--- src/rtl/mem_bus_pkg.sv ---
`default_nettype none

package mem_bus_pkg;

  localparam int WORD_W         = 32;
  localparam int BYTE_W         = 8;
  localparam int WORDS_PER_LINE = 16;
  localparam int WORD_OFS_W     = 4;   // log2 of WORDS_PER_LINE
  localparam int BYTES_PER_WORD = WORD_W / BYTE_W;
  localparam int BYTE_OFS_W     = 2;   // log2 of BYTES_PER_WORD
  localparam int BYTES_PER_LINE = WORDS_PER_LINE * BYTES_PER_WORD;
  localparam int LINE_W         = WORDS_PER_LINE * WORD_W;

  typedef logic [WORD_W-1:0] word_t;
  typedef logic [BYTE_W-1:0] byte_t;

  // word w of a line sits at bits 32w+31 down to 32w
  typedef logic [LINE_W-1:0] line_t;

endpackage

`default_nettype wire

--- src/rtl/cache_pkg.sv ---
`default_nettype none

package cache_pkg;

  import mem_bus_pkg::*;

  typedef enum logic [2:0] {
    IDLE,
    LOOKUP,
    WRITEBACK,   // dirty victim goes out
    FILL,        // requested line comes in
    RESPOND
  } cache_state_e;

  typedef logic [WORD_OFS_W-1:0] word_ofs_t;

  function automatic word_t get_word(line_t line, word_ofs_t ofs);
    return line[int'(ofs)*WORD_W +: WORD_W];
  endfunction

  function automatic line_t put_word(line_t line, word_ofs_t ofs, word_t data);
    line_t merged;
    merged = line;
    merged[int'(ofs)*WORD_W +: WORD_W] = data;
    return merged;
  endfunction

endpackage

`default_nettype wire

--- src/rtl/mem_line_if.sv ---
`default_nettype none

interface mem_line_if import mem_bus_pkg::*; #(
  parameter int LINE_ADDR_W = 8
);

  logic                   rden;        // held until complete_r
  logic                   wren;        // held until complete_w
  logic [LINE_ADDR_W-1:0] line_addr;
  line_t                  wd;
  line_t                  rd;          // valid with complete_r
  logic                   complete_r;
  logic                   complete_w;

  modport master (
    output rden,
    output wren,
    output line_addr,
    output wd,
    input  rd,
    input  complete_r,
    input  complete_w
  );

  modport slave (
    input  rden,
    input  wren,
    input  line_addr,
    input  wd,
    output rd,
    output complete_r,
    output complete_w
  );

endinterface

`default_nettype wire

--- src/rtl/line_cache.sv ---
`default_nettype none

module line_cache import mem_bus_pkg::*, cache_pkg::*; #(
  parameter int LINE_ADDR_W = 8,
  parameter int INDEX_W     = 2
) (
  input  wire                            clock,
  input  wire                            arst_n,
  input  wire                            req,
  input  wire                            we,
  input  wire [LINE_ADDR_W+WORD_OFS_W-1:0] word_addr,
  input  wire word_t                     wdata,
  output logic                           busy,
  output logic                           done,
  output word_t                          rdata,
  mem_line_if.master                     mem
);

  localparam int TAG_W  = LINE_ADDR_W - INDEX_W;
  localparam int SETS   = 1 << INDEX_W;
  localparam int ADDR_W = LINE_ADDR_W + WORD_OFS_W;

  typedef logic [TAG_W-1:0]   tag_t;
  typedef logic [INDEX_W-1:0] index_t;

  cache_state_e state;
  cache_state_e next_state;

  // request held for the whole access
  logic              req_we;
  logic [ADDR_W-1:0] req_addr;
  word_t             req_wdata;

  tag_t      req_tag;
  index_t    req_index;
  word_ofs_t req_ofs;

  tag_t            tag_mem  [SETS];
  line_t           data_mem [SETS];
  logic [SETS-1:0] valid_q;
  logic [SETS-1:0] dirty_q;

  logic hit;
  logic victim_dirty;
  logic fill_done;

  assign req_ofs   = req_addr[WORD_OFS_W-1:0];
  assign req_index = req_addr[WORD_OFS_W +: INDEX_W];
  assign req_tag   = req_addr[WORD_OFS_W+INDEX_W +: TAG_W];

  assign hit          = valid_q[req_index] && (tag_mem[req_index] == req_tag);
  assign victim_dirty = valid_q[req_index] && dirty_q[req_index];
  assign fill_done    = (state == FILL) && mem.complete_r;

  always_comb begin
    next_state = state;
    case (state)
      IDLE: begin
        if (req) begin
          next_state = LOOKUP;
        end
      end
      LOOKUP: begin
        if (hit) begin
          next_state = RESPOND;
        end else if (victim_dirty) begin
          next_state = WRITEBACK;
        end else begin
          next_state = FILL;   // clean or empty slot, just overwrite
        end
      end
      WRITEBACK: begin
        if (mem.complete_w) begin
          next_state = FILL;
        end
      end
      FILL: begin
        if (mem.complete_r) begin
          next_state = RESPOND;
        end
      end
      RESPOND: begin
        next_state = IDLE;
      end
      default: begin
        next_state = IDLE;
      end
    endcase
  end

  always_ff @(posedge clock or negedge arst_n) begin
    if (!arst_n) begin
      state <= IDLE;
    end else begin
      state <= next_state;
    end
  end

  // line status bits
  always_ff @(posedge clock or negedge arst_n) begin
    if (!arst_n) begin
      valid_q <= '0;
      dirty_q <= '0;
    end else begin
      if (state == LOOKUP && hit && req_we) begin
        dirty_q[req_index] <= 1'b1;
      end
      if (fill_done) begin
        valid_q[req_index] <= 1'b1;
        dirty_q[req_index] <= req_we;   // pending write lands below
      end
    end
  end

  always_ff @(posedge clock) begin
    if (state == IDLE && req) begin
      req_we    <= we;
      req_addr  <= word_addr;
      req_wdata <= wdata;
    end
    if (state == LOOKUP && hit && req_we) begin
      data_mem[req_index] <= put_word(data_mem[req_index], req_ofs, req_wdata);
    end
    if (fill_done) begin
      tag_mem[req_index] <= req_tag;
      if (req_we) begin
        data_mem[req_index] <= put_word(mem.rd, req_ofs, req_wdata);
      end else begin
        data_mem[req_index] <= mem.rd;
      end
    end
  end

  assign busy  = (state != IDLE);
  assign done  = (state == RESPOND);
  assign rdata = get_word(data_mem[req_index], req_ofs);

  // victim address during writeback, requested line otherwise
  assign mem.rden      = (state == FILL);
  assign mem.wren      = (state == WRITEBACK);
  assign mem.line_addr = (state == WRITEBACK) ? {tag_mem[req_index], req_index}
                                              : {req_tag, req_index};
  assign mem.wd        = data_mem[req_index];

endmodule

`default_nettype wire

--- src/flat_wrapper.sv ---
// flat-port wrapper written by rule: the top's interface ports become plain ports
module line_cache_flat import mem_bus_pkg::*, cache_pkg::*;
#(
  parameter int LINE_ADDR_W = 8,
  parameter int INDEX_W     = 2
)
  (clock, arst_n, req, we, word_addr, wdata, busy, done, rdata, mem_rden, mem_wren, mem_line_addr, mem_wd, mem_rd, mem_complete_r, mem_complete_w);
  mem_line_if #(.LINE_ADDR_W(LINE_ADDR_W)) mem_i ();
  input  wire clock;
  input  wire arst_n;
  input  wire req;
  input  wire we;
  input  wire [LINE_ADDR_W+WORD_OFS_W-1:0] word_addr;
  input  wire word_t wdata;
  output logic busy;
  output logic done;
  output word_t rdata;
  output wire logic [$bits(mem_i.rden)-1:0] mem_rden;
  output wire logic [$bits(mem_i.wren)-1:0] mem_wren;
  output wire logic [$bits(mem_i.line_addr)-1:0] mem_line_addr;
  output wire logic [$bits(mem_i.wd)-1:0] mem_wd;
  input wire logic [$bits(mem_i.rd)-1:0] mem_rd;
  input wire logic [$bits(mem_i.complete_r)-1:0] mem_complete_r;
  input wire logic [$bits(mem_i.complete_w)-1:0] mem_complete_w;
  assign mem_rden = mem_i.rden;
  assign mem_wren = mem_i.wren;
  assign mem_line_addr = mem_i.line_addr;
  assign mem_wd = mem_i.wd;
  assign mem_i.rd = mem_rd;
  assign mem_i.complete_r = mem_complete_r;
  assign mem_i.complete_w = mem_complete_w;
  line_cache #(.LINE_ADDR_W(LINE_ADDR_W), .INDEX_W(INDEX_W)) u_core (.clock(clock), .arst_n(arst_n), .req(req), .we(we), .word_addr(word_addr), .wdata(wdata), .busy(busy), .done(done), .rdata(rdata), .mem(mem_i));
endmodule
--- config.mk ---
export PLATFORM = sky130hd
export DESIGN_NAME = line_cache_flat
export DESIGN_NICKNAME = d
export VERILOG_FILES = /design/src/rtl/mem_bus_pkg.sv /design/src/rtl/cache_pkg.sv /design/src/rtl/mem_line_if.sv /design/src/rtl/line_cache.sv /design/src/flat_wrapper.sv
export SDC_FILE = /design/constraint.sdc
export NUM_CORES = 2
export LEC_CHECK = 0
export BUFFER_PORTS_ARGS = -buffer_cell sky130_fd_sc_hd__clkbuf_2
export CORE_MARGIN = 2
export CORE_UTILIZATION = 25
export DETAILED_ROUTE_END_ITERATION = 16
export HOLD_SLACK_MARGIN = 0.05
export PLACE_DENSITY_LB_ADDON = 0.2
export SETUP_SLACK_MARGIN = 0.05
export SLEW_MARGIN = 20
export SYNTH_ARGS = -nofsm -noshare
export SYNTH_HDL_FRONTEND = slang
export SYNTH_SLANG_ARGS = --single-unit
--- constraint.sdc ---
create_clock -name clock -period 29.9 [get_ports clock]
set_input_delay 5.98 -clock clock [delete_from_list [all_inputs] [get_ports clock]]
set_output_delay 5.98 -clock clock [all_outputs]
set_load 0.05 [all_outputs]
==> run_results.csv <==
group,metric,value,unit
pwr,max-vdd-ir-drop,0.0648,mV
clock_network,post_cts_buffers,0,
worst_setup_path,reg2reg_slack,22.53,ns
floorplanning,die_w,624,microns
yosys,syn_inst,5811,
timing,fmax,0.0773,GHz
clock_network,cts_sinks,2130,
floorplanning,core_area,0.382,sq mm
clock_network,cts_tree,"done",
yosys,yosysSeqAreaShare,66.6,%
pwr,p_leak,39.8,nW
routing,drtPass1Iterations,6,
timing,min_period_over_period,43.3,%
clock_network,cts.htree.levels,4,
worst_hold_path,hold_class,"register to register",
global_route,grt_pass1_vias,64100,
yosys,avgSynthCellArea,16.5,sq um
yosys,synth_ff_type,"edfxtp_1",
pwr,comb_power_share,40.6,%
yosys,syn-num-nets,6375,
yosys,post_synth_instance_area,0.0960,sq mm
routing,vias,66700,
timing,final.setup_skew,0.0589,ns
timing,hold_viol,0,
yosys,synth.distinct_cells,64,
routing,drtAntennaViolNets,0,
pwr,p_int,6.87,mW
global_route,grt_pass1_wl,649000,microns
pwr,swShare,42.1,%
worst_setup_path,critical_path_class,"register to output pin",
clock_network,clk_latency,0.94,ns
clock_network,cts_resized,0,
placed_design,gp_congestion,0.890,
pwr,seqPwrFrac,34.1,%
timing,slew_headroom,14.0,%
clock_network,cts.hold.buffers_added,0,
timing,fin_tns_setup,0,ns
final_layout,postLayoutCoreUtil,30.2,%
yosys,ys_seq_elements,2130,
yosys,async_flop_share,0.516,%
yosys,ys_warn_count,0,
timing,worst_slew_pin_slew,1.28,ns
pwr,p_clk_share,25.3,%
clock_network,clock-root-buffer,"clkbuf_16",
worst_setup_path,crit_arrival,6.96,ns
global_route,grt_overflow,0,
floorplanning,start_util,25.1,%
floorplanning,dieArea,0.389,sq mm
global_route,antenna_found_initial,190,
timing,setup_viol_count_final,0,
routing,drt_iter0_markers,9084,
yosys,synth_top_area_cell,"edfxtp_1",
yosys,synth_edf_count,2117,
yosys,synthTopCellsByCount,"edfxtp_1, nor2_1, mux4_2, nand2_1, clkbuf_1",
worst_setup_path,required,23.92,ns
yosys,synth_most_common_cell,"edfxtp_1",
floorplanning,die_h,624,microns
worst_setup_path,end_kind,"output pin",
routing,via_per_inst,5.48,
global_route,globalRouteTotalUtil,25.0,%
pwr,switchingPower,4.99,mW
routing,drc,0,
final_layout,multiInputGateArea,0.0302,sq mm
final_layout,seqCellArea,0.0639,sq mm
final_layout,nFillCells,38300,
global_route,grt_max_degree,125,
worst_setup_path,crit_path_max_fanout,34,
yosys,yosys-top-cells-area,"edfxtp_1, mux4_2, nor2_1",
final_layout,synthToLayoutAreaGrowth,20.3,%
placed_design,hpwl,358000,microns
timing,final-max-slew-violation-count,0,
clock_network,cts_buffers,242,
final_layout,nNetsFinal,7408,
floorplanning,ios,1118,
routing,totalWireLength,502000,microns
clock_network,path_clk_slew,0.06,ns
final_layout,drive_gt1_share,35.5,%
job,drv_cap,0,
worst_setup_path,setup.worst_path.start_class,"register",
placed_design,portBuffers,1117,
floorplanning,num_rows,227,
pwr,powerDensity,103,mW/mm^2
yosys,synth_top_area_share,66.3,%
run_status,status,"completed",
clock_network,cts_buffer_depth,4,
timing,rsz0062_at_grt,"no",
timing,period_minus_slack,12.94,ns
routing,wl_per_cell,41.3,microns
registers in the layout, summed over array words and instances (netlist names), named ones only:
name and cells:
u_core.dirty_q 1, u_core.req_we 1, u_core.req_wdata 32, u_core.state 3
u_core.valid_q 4, u_core.tag_mem 24, u_core.data_mem 2048, u_core.req_addr 12
power groups by stage:
stage / clock network, mW / registers, mW / logic [mW]
final: 3.01 / 4.04 / 4.81
after global routing: 3.16 / 4.06 / 4.98
after CTS: 3.05 / 4.04 / 4.80
after detailed placement: 0 / 4.10 / 4.79
after global placement: 0 / 4.09 / 4.74
after floorplan: 0 / 4.15 / 2.91
layer usage:
metal	routed length [microns]	part of all wire [%]	GRT usage [%]
met3	50600	10	7.18
met2	217000	43	36.5
met1	209000	42	34.0
met5	352	0.070	0
met4	25700	5.1	11.8
worst paths after layout:
kind / start / cells after the start / end
worst max-delay path: register / 10 / rdata[19]
worst min-delay path: u_core.valid_q[0] / 1 / u_core.valid_q[0]
worst max register to register: register / 10 / u_core.data_mem[2][322]
worst min register to register: u_core.valid_q[0] / 1 / u_core.valid_q[0]
max in group asynchronous: arst_n / 1 / u_core.valid_q[1]
min in group asynchronous: arst_n / 1 / u_core.valid_q[0]
worst max-delay path: stages (launching register included):
cell	delay, ns
dfxtp_4	0.75
buf_4	0.74
buf_4	0.76
buf_4	0.79
buf_4	0.69
mux4_2	0.39
o221ai_1	0.13
a31oi_1	0.24
nor3_1	0.12
o41ai_2	0.81
clkbuf_2	0.41
per-stage QoR:
| step | hold WS [ns] | cell area [sq um] | cells | worst slack, ns | total power [mW] |
|---|---|---|---|---|---|
| detailed placement | 0.450 | 107000 | 11600 | 17.76 | 8.90 |
| CTS | 0.465 | 115000 | 12100 | 16.75 | 11.9 |
| global route | 0.478 | 115000 | 12100 | 16.44 | 12.2 |
| finish | 0.465 | 115000 | 12200 | 16.96 | 11.9 |
| floorplan | 0.434 | 96000 | 5811 | 10.77 | 7.05 |
| global placement | 0.451 | 107000 | 11600 | 16.53 | 8.83 |
cell type report:
cell class                      instances  area share (%)
Clock inverter                        158            1.35
Multi-Input combinational cell       3172            26.1
Sequential cell                      2130            55.3
Clock buffer                          290            5.46
Timing Repair Buffer                 1286            6.05
Tap cell                             5038            5.46
Inverter                               12          0.0466
Antenna cell                           77           0.167
cells by family (layout without fill, tap and decap cells):
group           after synthesis  in the layout  synth area share (%)
compound gates              867            867                  6.57
xor+xnor                      8              8                0.0730
fa+ha+maj                     2              2                0.0261
buf+inv                     509           1746                  2.47
flops                      2130           2130                  66.6
mux                        1002           1002                  18.6
other cells                   0             77                     0
simple gates               1293           1293                  5.64
layout by cell type (no fill, tap or decap), types with 77 or more instances in the layout:
master,synthesis,final
a211oi_1,227,222
buf_4,46,159
clkbuf_16,0,245
clkbuf_2,0,1117
diode_2,0,77
edfxtp_1,2117,2117
mux2_2,102,102
mux2i_1,275,275
mux4_2,617,617
nand2_1,334,320
nor2_1,736,728
o21ai_0,84,84
o221ai_1,87,87
o22ai_1,164,164
Power figures use the tool's default switching activity.
